<file path="config.mk">
export PLATFORM = sky130hd
export DESIGN_NAME = mips_core
export DESIGN_NICKNAME = d
export VERILOG_FILES = /design/src/mips_pkg.sv /design/src/alu.sv /design/src/control_unit.sv /design/src/data_path.sv /design/src/mips_core.sv /design/src/pipe_reg.sv /design/src/regfile.sv
export SDC_FILE = /design/constraint.sdc
export NUM_CORES = 2
export LEC_CHECK = 0
export BUFFER_PORTS_ARGS = -buffer_cell sky130_fd_sc_hd__buf_2
export CORE_MARGIN = 5
export CORE_UTILIZATION = 45
export DETAILED_ROUTE_END_ITERATION = 7
export PLACE_DENSITY_LB_ADDON = 0.05
export SETUP_SLACK_MARGIN = 0.02
export SLEW_MARGIN = 10
export SYNTH_ARGS = -nofsm -noshare
export SYNTH_HDL_FRONTEND = slang
export SYNTH_SLANG_ARGS = --single-unit
</file>
<file path="constraint.sdc">
create_clock -name clk -period 6.25 [get_ports clk]
set_clock_uncertainty 0.15 [all_clocks]
set_input_delay 1.25 -clock clk [delete_from_list [all_inputs] [get_ports clk]]
set_output_delay 1.25 -clock clk [all_outputs]
set_load 0.02 [all_outputs]
</file>
<file path="src/mips_pkg.sv">
package mips_pkg;

    // Major opcodes
    localparam logic [5:0] OP_RTYPE = 6'h00;
    localparam logic [5:0] OP_J     = 6'h02;
    localparam logic [5:0] OP_JAL   = 6'h03;
    localparam logic [5:0] OP_BEQ   = 6'h04;
    localparam logic [5:0] OP_BNE   = 6'h05;
    localparam logic [5:0] OP_ADDI  = 6'h08;
    localparam logic [5:0] OP_ANDI  = 6'h0c;
    localparam logic [5:0] OP_ORI   = 6'h0d;
    localparam logic [5:0] OP_LW    = 6'h23;
    localparam logic [5:0] OP_SW    = 6'h2b;
    localparam logic [5:0] OP_HALT  = 6'h3f;

    // R-type function field
    localparam logic [5:0] FN_SLL = 6'h00;
    localparam logic [5:0] FN_SRL = 6'h02;
    localparam logic [5:0] FN_JR  = 6'h08;
    localparam logic [5:0] FN_ADD = 6'h20;
    localparam logic [5:0] FN_SUB = 6'h22;
    localparam logic [5:0] FN_AND = 6'h24;
    localparam logic [5:0] FN_OR  = 6'h25;
    localparam logic [5:0] FN_SLT = 6'h2a;

    typedef enum logic [3:0] {
        ALU_ADD = 4'd0,
        ALU_SUB = 4'd1,
        ALU_AND = 4'd2,
        ALU_OR  = 4'd3,
        ALU_SLT = 4'd4,
        ALU_SLL = 4'd5,
        ALU_SRL = 4'd6
    } alu_op_t;

    typedef struct packed {
        logic [31:0] pc_plus4;
        logic [31:0] inst;
    } if_id_t;

    typedef struct packed {
        logic        reg_write;
        logic        mem_read;
        logic        mem_write;
        logic        mem_to_reg;
        logic        link;
        logic        alu_src;
        logic        shamt_src;
        logic        branch;
        logic        branch_ne;
        logic        jump;
        logic        jump_register;
        logic        halt;
        alu_op_t     alu_op;
        logic [31:0] pc_plus4;
        logic [31:0] jump_target;
        logic [31:0] rs_data;
        logic [31:0] rt_data;
        logic [31:0] imm;
        logic [4:0]  shamt;
        logic [4:0]  dest;
    } id_ex_t;

    typedef struct packed {
        logic        reg_write;
        logic        mem_read;
        logic        mem_write;
        logic        mem_to_reg;
        logic        link;
        logic        branch;
        logic        branch_ne;
        logic        jump;
        logic        jump_register;
        logic        halt;
        logic        zero;
        logic [31:0] alu_result;
        logic [31:0] rt_data;
        logic [31:0] branch_target;
        logic [31:0] jump_target;
        logic [31:0] rs_data;
        logic [31:0] pc_plus4;
        logic [4:0]  dest;
    } ex_mem_t;

    typedef struct packed {
        logic        reg_write;
        logic        mem_to_reg;
        logic        link;
        logic        halt;
        logic [31:0] load_data;
        logic [31:0] alu_result;
        logic [31:0] pc_plus4;
        logic [4:0]  dest;
    } mem_wb_t;

endpackage

</file>
<file path="src/alu.sv">
`timescale 1ns/10ps

module alu #(
    parameter int XLEN = 32
) (
    input  logic [XLEN-1:0]  operand_a,
    input  logic [XLEN-1:0]  operand_b,
    input  mips_pkg::alu_op_t alu_op,
    output logic [XLEN-1:0]  result,
    output logic             zero,
    output logic             negative
);

    always_comb begin
        case (alu_op)
            mips_pkg::ALU_ADD: begin
                result = operand_a + operand_b;
            end
            mips_pkg::ALU_SUB: begin
                result = operand_a - operand_b;
            end
            mips_pkg::ALU_AND: begin
                result = operand_a & operand_b;
            end
            mips_pkg::ALU_OR: begin
                result = operand_a | operand_b;
            end
            mips_pkg::ALU_SLT: begin
                result = {{(XLEN-1){1'b0}}, $signed(operand_a) < $signed(operand_b)};
            end
            // Shift amount arrives on operand_a
            mips_pkg::ALU_SLL: begin
                result = operand_b << operand_a[4:0];
            end
            mips_pkg::ALU_SRL: begin
                result = operand_b >> operand_a[4:0];
            end
            default: begin
                result = '0;
            end
        endcase
    end

    assign zero     = (result == '0);
    assign negative = result[XLEN-1];

endmodule

</file>
<file path="src/control_unit.sv">
`timescale 1ns/10ps

module control_unit (
    input  logic [31:0]       inst_id,
    output logic              reg_dest,
    output logic              reg_write,
    output logic              alu_src,
    output logic              shamt_src,
    output logic              mem_read,
    output logic              mem_write,
    output logic              mem_to_reg,
    output logic              link,
    output logic              branch,
    output logic              branch_ne,
    output logic              jump,
    output logic              jump_register,
    output logic              halt,
    output logic              is_unsigned,
    output mips_pkg::alu_op_t alu_op
);

    logic [5:0] opcode;
    logic [5:0] funct;

    assign opcode = inst_id[31:26];
    assign funct  = inst_id[5:0];

    always_comb begin
        {reg_dest, reg_write, alu_src, shamt_src, mem_read, mem_write, mem_to_reg,
         link, branch, branch_ne, jump, jump_register, halt, is_unsigned} = '0;
        alu_op = mips_pkg::ALU_ADD;
        case (opcode)
            mips_pkg::OP_RTYPE: begin
                {reg_dest, reg_write} = 2'b11;
                case (funct)
                    mips_pkg::FN_ADD: alu_op = mips_pkg::ALU_ADD;
                    mips_pkg::FN_SUB: alu_op = mips_pkg::ALU_SUB;
                    mips_pkg::FN_AND: alu_op = mips_pkg::ALU_AND;
                    mips_pkg::FN_OR:  alu_op = mips_pkg::ALU_OR;
                    mips_pkg::FN_SLT: alu_op = mips_pkg::ALU_SLT;
                    mips_pkg::FN_SLL: begin
                        alu_op    = mips_pkg::ALU_SLL;
                        shamt_src = 1'b1;
                    end
                    mips_pkg::FN_SRL: begin
                        alu_op    = mips_pkg::ALU_SRL;
                        shamt_src = 1'b1;
                    end
                    mips_pkg::FN_JR: begin
                        reg_write     = 1'b0;
                        jump_register = 1'b1;
                    end
                    default: reg_write = 1'b0;  // Unknown funct is a nop
                endcase
            end
            mips_pkg::OP_ADDI: {reg_write, alu_src} = 2'b11;
            mips_pkg::OP_ANDI: begin
                {reg_write, alu_src, is_unsigned} = 3'b111;
                alu_op = mips_pkg::ALU_AND;
            end
            mips_pkg::OP_ORI: begin
                {reg_write, alu_src, is_unsigned} = 3'b111;
                alu_op = mips_pkg::ALU_OR;
            end
            mips_pkg::OP_LW: {reg_write, alu_src, mem_read, mem_to_reg} = 4'b1111;
            mips_pkg::OP_SW: {alu_src, mem_write} = 2'b11;
            mips_pkg::OP_BEQ: begin
                branch = 1'b1;
                alu_op = mips_pkg::ALU_SUB;
            end
            mips_pkg::OP_BNE: begin
                {branch, branch_ne} = 2'b11;
                alu_op = mips_pkg::ALU_SUB;
            end
            mips_pkg::OP_J:    jump = 1'b1;
            mips_pkg::OP_JAL:  {jump, link, reg_write} = 3'b111;
            mips_pkg::OP_HALT: halt = 1'b1;
            default: ;
        endcase
    end

endmodule

</file>
<file path="src/data_path.sv">
`timescale 1ns/10ps

module data_path #(
    parameter int XLEN = 32
) (
    input  logic              clk,
    input  logic              arst_n,
    input  logic [31:0]       inst,
    output logic [XLEN-1:0]   inst_addr,
    output logic [XLEN-1:0]   mem_addr,
    output logic [XLEN-1:0]   mem_wdata,
    output logic              mem_we,
    output logic              mem_re,
    input  logic [XLEN-1:0]   mem_rdata,
    output logic              halted,
    input  logic              reg_dest,
    input  logic              reg_write,
    input  logic              alu_src,
    input  logic              shamt_src,
    input  logic              mem_read,
    input  logic              mem_write,
    input  logic              mem_to_reg,
    input  logic              link,
    input  logic              branch,
    input  logic              branch_ne,
    input  logic              jump,
    input  logic              jump_register,
    input  logic              halt,
    input  logic              is_unsigned,
    input  mips_pkg::alu_op_t alu_op,
    output logic [31:0]       inst_id
);

    mips_pkg::if_id_t  if_id_d, if_id_q;
    mips_pkg::id_ex_t  id_ex_d, id_ex_q;
    mips_pkg::ex_mem_t ex_mem_d, ex_mem_q;
    mips_pkg::mem_wb_t mem_wb_d, mem_wb_q;

    logic [XLEN-1:0] pc;
    logic [XLEN-1:0] pc_plus4;
    logic [XLEN-1:0] pc_next;
    logic [XLEN-1:0] rs_data_id;
    logic [XLEN-1:0] rt_data_id;
    logic [XLEN-1:0] alu_a;
    logic [XLEN-1:0] alu_b;
    logic [XLEN-1:0] alu_result;
    logic [XLEN-1:0] wb_data;
    logic            alu_zero;
    logic            redirect;
    logic            stall;
    logic            flush;

    // IF
    assign pc_plus4  = pc + 32'd4;
    assign inst_addr = pc;
    assign if_id_d   = {pc_plus4, inst};

    always_ff @(posedge clk or negedge arst_n) begin
        if (!arst_n) begin
            pc <= '0;
        end else if (!stall) begin
            pc <= pc_next;
        end
    end

    pipe_reg #(.payload_t(mips_pkg::if_id_t)) u_if_id (
        .clk(clk), .arst_n(arst_n), .stall(stall), .flush(flush), .d(if_id_d), .q(if_id_q)
    );

    // ID
    assign inst_id = if_id_q.inst;

    regfile #(.XLEN(XLEN)) u_regfile (
        .clk     (clk),
        .arst_n  (arst_n),
        .rs_num  (inst_id[25:21]),
        .rt_num  (inst_id[20:16]),
        .rd_num  (mem_wb_q.dest),
        .rd_data (wb_data),
        .rd_we   (mem_wb_q.reg_write),
        .rs_data (rs_data_id),
        .rt_data (rt_data_id)
    );

    always_comb begin
        id_ex_d.reg_write     = reg_write;
        id_ex_d.mem_read      = mem_read;
        id_ex_d.mem_write     = mem_write;
        id_ex_d.mem_to_reg    = mem_to_reg;
        id_ex_d.link          = link;
        id_ex_d.alu_src       = alu_src;
        id_ex_d.shamt_src     = shamt_src;
        id_ex_d.branch        = branch;
        id_ex_d.branch_ne     = branch_ne;
        id_ex_d.jump          = jump;
        id_ex_d.jump_register = jump_register;
        id_ex_d.halt          = halt;
        id_ex_d.alu_op        = alu_op;
        id_ex_d.pc_plus4      = if_id_q.pc_plus4;
        id_ex_d.jump_target   = {if_id_q.pc_plus4[31:28], inst_id[25:0], 2'b00};
        id_ex_d.rs_data       = rs_data_id;
        id_ex_d.rt_data       = rt_data_id;
        id_ex_d.imm           = is_unsigned ? {16'b0, inst_id[15:0]}
                                            : {{16{inst_id[15]}}, inst_id[15:0]};
        id_ex_d.shamt         = inst_id[10:6];
        id_ex_d.dest          = link ? 5'd31 : (reg_dest ? inst_id[15:11] : inst_id[20:16]);
    end

    pipe_reg #(.payload_t(mips_pkg::id_ex_t)) u_id_ex (
        .clk(clk), .arst_n(arst_n), .stall(stall), .flush(flush), .d(id_ex_d), .q(id_ex_q)
    );

    // EX
    assign alu_a = id_ex_q.shamt_src ? {{(XLEN-5){1'b0}}, id_ex_q.shamt} : id_ex_q.rs_data;
    assign alu_b = id_ex_q.alu_src ? id_ex_q.imm : id_ex_q.rt_data;

    alu #(.XLEN(XLEN)) u_alu (
        .operand_a (alu_a),
        .operand_b (alu_b),
        .alu_op    (id_ex_q.alu_op),
        .result    (alu_result),
        .zero      (alu_zero),
        .negative  ()
    );

    always_comb begin
        ex_mem_d.reg_write     = id_ex_q.reg_write;
        ex_mem_d.mem_read      = id_ex_q.mem_read;
        ex_mem_d.mem_write     = id_ex_q.mem_write;
        ex_mem_d.mem_to_reg    = id_ex_q.mem_to_reg;
        ex_mem_d.link          = id_ex_q.link;
        ex_mem_d.branch        = id_ex_q.branch;
        ex_mem_d.branch_ne     = id_ex_q.branch_ne;
        ex_mem_d.jump          = id_ex_q.jump;
        ex_mem_d.jump_register = id_ex_q.jump_register;
        ex_mem_d.halt          = id_ex_q.halt;
        ex_mem_d.zero          = alu_zero;
        ex_mem_d.alu_result    = alu_result;
        ex_mem_d.rt_data       = id_ex_q.rt_data;
        ex_mem_d.branch_target = id_ex_q.pc_plus4 + {id_ex_q.imm[29:0], 2'b00};
        ex_mem_d.jump_target   = id_ex_q.jump_target;
        ex_mem_d.rs_data       = id_ex_q.rs_data;
        ex_mem_d.pc_plus4      = id_ex_q.pc_plus4;
        ex_mem_d.dest          = id_ex_q.dest;
    end

    pipe_reg #(.payload_t(mips_pkg::ex_mem_t)) u_ex_mem (
        .clk(clk), .arst_n(arst_n), .stall(stall), .flush(flush), .d(ex_mem_d), .q(ex_mem_q)
    );

    // MEM
    assign mem_addr  = ex_mem_q.alu_result;
    assign mem_wdata = ex_mem_q.rt_data;
    assign mem_we    = ex_mem_q.mem_write & ~halted;  // Store behind a halt never lands
    assign mem_re    = ex_mem_q.mem_read;

    assign redirect = (ex_mem_q.branch & (ex_mem_q.zero ^ ex_mem_q.branch_ne))
                    | ex_mem_q.jump | ex_mem_q.jump_register;
    assign flush    = redirect;
    assign stall    = halted;

    always_comb begin
        if (!redirect) begin
            pc_next = pc_plus4;
        end else if (ex_mem_q.jump_register) begin
            pc_next = ex_mem_q.rs_data;
        end else if (ex_mem_q.jump) begin
            pc_next = ex_mem_q.jump_target;
        end else begin
            pc_next = ex_mem_q.branch_target;
        end
    end

    assign mem_wb_d = '{
        reg_write:  ex_mem_q.reg_write,
        mem_to_reg: ex_mem_q.mem_to_reg,
        link:       ex_mem_q.link,
        halt:       ex_mem_q.halt,
        load_data:  mem_rdata,
        alu_result: ex_mem_q.alu_result,
        pc_plus4:   ex_mem_q.pc_plus4,
        dest:       ex_mem_q.dest
    };

    // The redirecting instruction itself must still retire
    pipe_reg #(.payload_t(mips_pkg::mem_wb_t)) u_mem_wb (
        .clk(clk), .arst_n(arst_n), .stall(stall), .flush(1'b0), .d(mem_wb_d), .q(mem_wb_q)
    );

    // WB
    assign wb_data = mem_wb_q.link       ? mem_wb_q.pc_plus4 :
                     mem_wb_q.mem_to_reg ? mem_wb_q.load_data : mem_wb_q.alu_result;
    assign halted  = mem_wb_q.halt;  // Held by the stall until reset

endmodule

</file>
<file path="src/mips_core.sv">
`timescale 1ns/10ps

module mips_core #(
    parameter int XLEN = 32
) (
    input  logic            clk,
    input  logic            arst_n,
    output logic [XLEN-1:0] inst_addr,
    input  logic [31:0]     inst,
    output logic [XLEN-1:0] mem_addr,
    output logic [XLEN-1:0] mem_wdata,
    output logic            mem_we,
    output logic            mem_re,
    input  logic [XLEN-1:0] mem_rdata,
    output logic            halted
);

    logic [31:0]       inst_id;
    logic              reg_dest;
    logic              reg_write;
    logic              alu_src;
    logic              shamt_src;
    logic              mem_read;
    logic              mem_write;
    logic              mem_to_reg;
    logic              link;
    logic              branch;
    logic              branch_ne;
    logic              jump;
    logic              jump_register;
    logic              halt;
    logic              is_unsigned;
    mips_pkg::alu_op_t alu_op;

    control_unit u_control (
        .inst_id       (inst_id),
        .reg_dest      (reg_dest),
        .reg_write     (reg_write),
        .alu_src       (alu_src),
        .shamt_src     (shamt_src),
        .mem_read      (mem_read),
        .mem_write     (mem_write),
        .mem_to_reg    (mem_to_reg),
        .link          (link),
        .branch        (branch),
        .branch_ne     (branch_ne),
        .jump          (jump),
        .jump_register (jump_register),
        .halt          (halt),
        .is_unsigned   (is_unsigned),
        .alu_op        (alu_op)
    );

    data_path #(.XLEN(XLEN)) u_data_path (
        .clk           (clk),
        .arst_n        (arst_n),
        .inst          (inst),
        .inst_addr     (inst_addr),
        .mem_addr      (mem_addr),
        .mem_wdata     (mem_wdata),
        .mem_we        (mem_we),
        .mem_re        (mem_re),
        .mem_rdata     (mem_rdata),
        .halted        (halted),
        .reg_dest      (reg_dest),
        .reg_write     (reg_write),
        .alu_src       (alu_src),
        .shamt_src     (shamt_src),
        .mem_read      (mem_read),
        .mem_write     (mem_write),
        .mem_to_reg    (mem_to_reg),
        .link          (link),
        .branch        (branch),
        .branch_ne     (branch_ne),
        .jump          (jump),
        .jump_register (jump_register),
        .halt          (halt),
        .is_unsigned   (is_unsigned),
        .alu_op        (alu_op),
        .inst_id       (inst_id)
    );

endmodule

</file>
<file path="src/pipe_reg.sv">
`timescale 1ns/10ps

module pipe_reg #(
    parameter type payload_t = logic [31:0]
) (
    input  logic     clk,
    input  logic     arst_n,
    input  logic     stall,
    input  logic     flush,
    input  payload_t d,
    output payload_t q
);

    // Zero payload is a bubble
    always_ff @(posedge clk or negedge arst_n) begin
        if (!arst_n) begin
            q <= '0;
        end else if (!stall) begin
            if (flush) begin
                q <= '0;
            end else begin
                q <= d;
            end
        end
    end

endmodule

</file>
<file path="src/regfile.sv">
`timescale 1ns/10ps

module regfile #(
    parameter int XLEN = 32
) (
    input  logic            clk,
    input  logic            arst_n,
    input  logic [4:0]      rs_num,
    input  logic [4:0]      rt_num,
    input  logic [4:0]      rd_num,
    input  logic [XLEN-1:0] rd_data,
    input  logic            rd_we,
    output logic [XLEN-1:0] rs_data,
    output logic [XLEN-1:0] rt_data
);

    logic [XLEN-1:0] regs [32];

    always_ff @(posedge clk or negedge arst_n) begin
        if (!arst_n) begin
            for (int i = 0; i < 32; i++) begin
                regs[i] <= '0;
            end
        end else if (rd_we && rd_num != 5'd0) begin
            regs[rd_num] <= rd_data;
        end
    end

    // Same-cycle write is seen by the ID read
    assign rs_data = (rs_num == 5'd0) ? '0 :
                     (rd_we && rd_num == rs_num) ? rd_data : regs[rs_num];
    assign rt_data = (rt_num == 5'd0) ? '0 :
                     (rd_we && rd_num == rt_num) ? rd_data : regs[rt_num];

endmodule

</file>
==> metrics.yaml <==
critical_path.top_delay_family: "compound AO/OA/AOI/OAI gates"
drv_cap: 0
setup_tns_ns: 0
synthCells: 8147
start_util_pct: 45.3
clk_pin_slew_worst_paths_ns: 0.06
insertion_delay_ns: 0.84
syn_area_sq_mm: 0.0850
wl_per_cell_um: 29.9
p_sw_share_pct: 24.1
synth-compound-area-share_pct: 14.8
cts_num_sinks: 1566
first_iter_violations: 5886
rr_startpoint: "u_data_path.u_id_ex.q[179]"
die_x_um: 445
ir_drop_mv: 0.214
combPwrFrac_pct: 5.1
p_leak_nw: 40.4
drcViolationCount: 0
yosys.area_share.adder_pct: 1.93
synth_top_cell_area_share_pct: 46.1
synth_edf_count: 0
final_cell_count_no_fill: 10504
reg2reg_slack_ns: 0.44
min_period_ns: 5.81
power_frac_seq_pct: 46.9
cts_resized: 0
rsz0062_at_grt: "no"
path_cells: "buf_4 > mux2i_1 > buf_4 > inv_1 > ha_1 > nor2b_1 > nor2_1 > a31oi_1 > buf_4 > a21oi_1 > o211ai_1 > a41o_1 > a31o_2 > nor4b_1 > nor4_1 > o211ai_1 > or4_1 > o41ai_2"
ant_nets: 0
grt_pass1_wl_um: 459000
grt_overflow: 0
clkPwrFrac_pct: 48.0
htreeDepth: 4
ys_warn_count: 0
nets: 8059
synthTopCellsByCount: "1738 x nand2_1, 1566 x dfrtp_1, 1422 x o21ai_0"
ys_ff_latch: 1566
setup-violations-final: 0
avgViaCountPerCell: 6.12
die_h_um: 445
row_count: 159
status: "finished clean"
gp_congestion: 1.03
post-place-cells: 10182
grt_max_degree: 243
reg2regPathDepth: 18
routed_wl_um: 314000
first_global_vias: 63062
hold_end: "u_data_path.u_regfile.regs[996]"
track_usage_pct: 31.6
dpl.hpwl_um: 206000
cpPeakStageDelay_ns: 0.59
synth_nets: 8342
synthFlopType: "dfrtp_1"
cts_tree: "yes"
path_class: "register to register"
cts_hold_buf: 0
tightestPinTransition_ns: 1.17
syn_avg_cell_area_sq_um: 10.4
synth-simple-area-share_pct: 11.0
reg2reg_to: "u_data_path.u_ex_mem.q[197]"
crit_path_end_kind: "register"
max_freq_mhz: 172
clockBufferDepth: 3
slew_viol_final: 0
synth.area.top_cells: "dfrtp_1 46%, mux4_2 17%, o21ai_0 8.4%"
cts_buffers: 175
hp-class: "register to register"
finalCritPeriodShare_pct: 92.9
drive_gt1_share_pct: 19.0
slowest_stage: "dfrtp_1"
ys_seq_area_share_pct: 46.1
critical_path_buf_inv_count: 4
hold_path_startpoint: "u_data_path.u_regfile.regs[996]"
slew_headroom_pct: 20.0
vias: 64272
timing_hold_violations_final: 0
worstSetupStartpointType: "register"
p_int_mw: 16.8
p_per_area_mw_per_mm2: 235
yosysTopAreaCell: "dfrtp_1"
worst_hold_path.num_cells: 0
crit_fanout: 31
synth_top_family_by_area: "multiplexers"
switching_power_mw: 5.31
drtPass1Iterations: 6
synthMuxAreaShare_pct: 20.7
crit_arrival_ns: 6.35
area_growth_pct: 10.4
cts_root_buffer: "clkbuf_16"
crit_top_cell: "buf_4"
yosysMostFrequentCell: "nand2_1"
post_cts_buffers: 0
critical_path_required_ns: 6.80
pin_count: 165
synthXorXnorAreaFrac_pct: 0.896
synth.distinct_cells: 86
numPortBuffers: 164
die_area_sq_mm: 0.198
async_flop_share_pct: 100
antenna_found_initial: 11
core-area_sq_mm: 0.188
-- power by group through the flow --
stage               Clock [mW]  Sequential, mW  Combinational, mW
global route              11.2            10.3               1.23
floorplan                    0            10.4              0.635
detailed placement           0            10.5               1.15
global placement             0            10.5               1.14
finish                    10.6            10.3               1.13
CTS                       10.8            10.3               1.15
-- routing by layer --
metal | track usage (%) | vias up | wire, um
li1 | - | 28659 | -
met1 | 43.6 | 32937 | 134000
met2 | 50.1 | 2115 | 146000
met3 | 5.20 | 555 | 18700
met4 | 13.2 | 6 | 15200
met5 | 0 | - | 42
-- cell usage in the layout, fill, tap and decap left out, drive strengths merged, types with 18 or more instances in the layout --
master,count
ha,126
mux2i,178
mux2,112
clkbuf,262
o221ai,19
nand2b,39
a21o,39
clkinv,34
a22oi,18
o21ai,1424
inv,121
xnor2,62
nand2,1738
buf,365
o22ai,46
a22o,86
nand3,31
mux4,647
nor2,230
and3,24
nor2b,79
o211ai,26
a21oi,252
xor2,25
a31oi,22
o31ai,23
dfrtp,1566
nor3,51
a211oi,100
-- registers in the layout, summed over array words and instances (netlist names) --
| signal | count |
|---|---|
| u_data_path.u_ex_mem.q | 199 |
| u_data_path.u_mem_wb.q | 105 |
| u_data_path.u_if_id.q | 64 |
| u_data_path.inst_addr | 32 |
| u_data_path.u_regfile.regs | 1024 |
| u_data_path.u_id_ex.q | 142 |
-- worst max-delay path by stage --
stage                                from                           to  slack, ns  depth (start not counted)
3_3_place_gp   u_data_path.u_id_ex.q[179]  u_data_path.u_ex_mem.q[197]       0.58                         18
3_5_place_dp   u_data_path.u_id_ex.q[179]  u_data_path.u_ex_mem.q[197]       0.52                         18
2_1_floorplan  u_data_path.u_id_ex.q[179]  u_data_path.u_ex_mem.q[197]       0.74                         19
5_1_grt        u_data_path.u_id_ex.q[179]  u_data_path.u_ex_mem.q[197]       0.14                         18
6_report       u_data_path.u_id_ex.q[179]  u_data_path.u_ex_mem.q[197]       0.44                         18
4_1_cts        u_data_path.u_id_ex.q[179]  u_data_path.u_ex_mem.q[197]       0.48                         18
-- stage by stage --
step | utilization [%] | power, mW | hold WS [ns] | worst slack (ns) | instance area (sq um)
global placement | 46.8 | 11.7 | 0.226 | 0.579 | 88000
floorplan | - | 11.1 | 0.287 | 0.736 | 85000
finish | 50.0 | 22.1 | 0.243 | 0.442 | 93800
detailed placement | 46.8 | 11.7 | 0.233 | 0.522 | 88000
CTS | 50.0 | 22.3 | 0.246 | 0.475 | 93800
global route | 50.0 | 22.8 | 0.254 | 0.140 | 93800
-- cell families (layout without fill, tap and decap cells) --
| group | after synthesis | count (layout) |
|---|---|---|
| AOI/OAI and AO/OA | 2196 | 2196 |
| xor gates and xnor gates | 87 | 87 |
| adders and majority gates | 129 | 129 |
| buffers and inverters | 940 | 796 |
| DFF | 1566 | 1566 |
| muxes | 937 | 937 |
| other | 0 | 6 |
| and+or+nand+nor | 2292 | 2292 |
-- layout make-up --
| cell class | count | area (sq um) |
|---|---|---|
| Multi-Input combinational cell | 5641 | 42500 |
| Clock buffer | 262 | 5210 |
| Clock inverter | 54 | 641 |
| Fill cell | 17185 | 94000 |
| Timing Repair Buffer | 365 | 2710 |
| Sequential cell | 1566 | 39200 |
| Inverter | 115 | 437 |
| Antenna cell | 6 | 15.0 |
| Tap cell | 2495 | 3120 |
No activity file was read; power rests on OpenSTA's default activity.
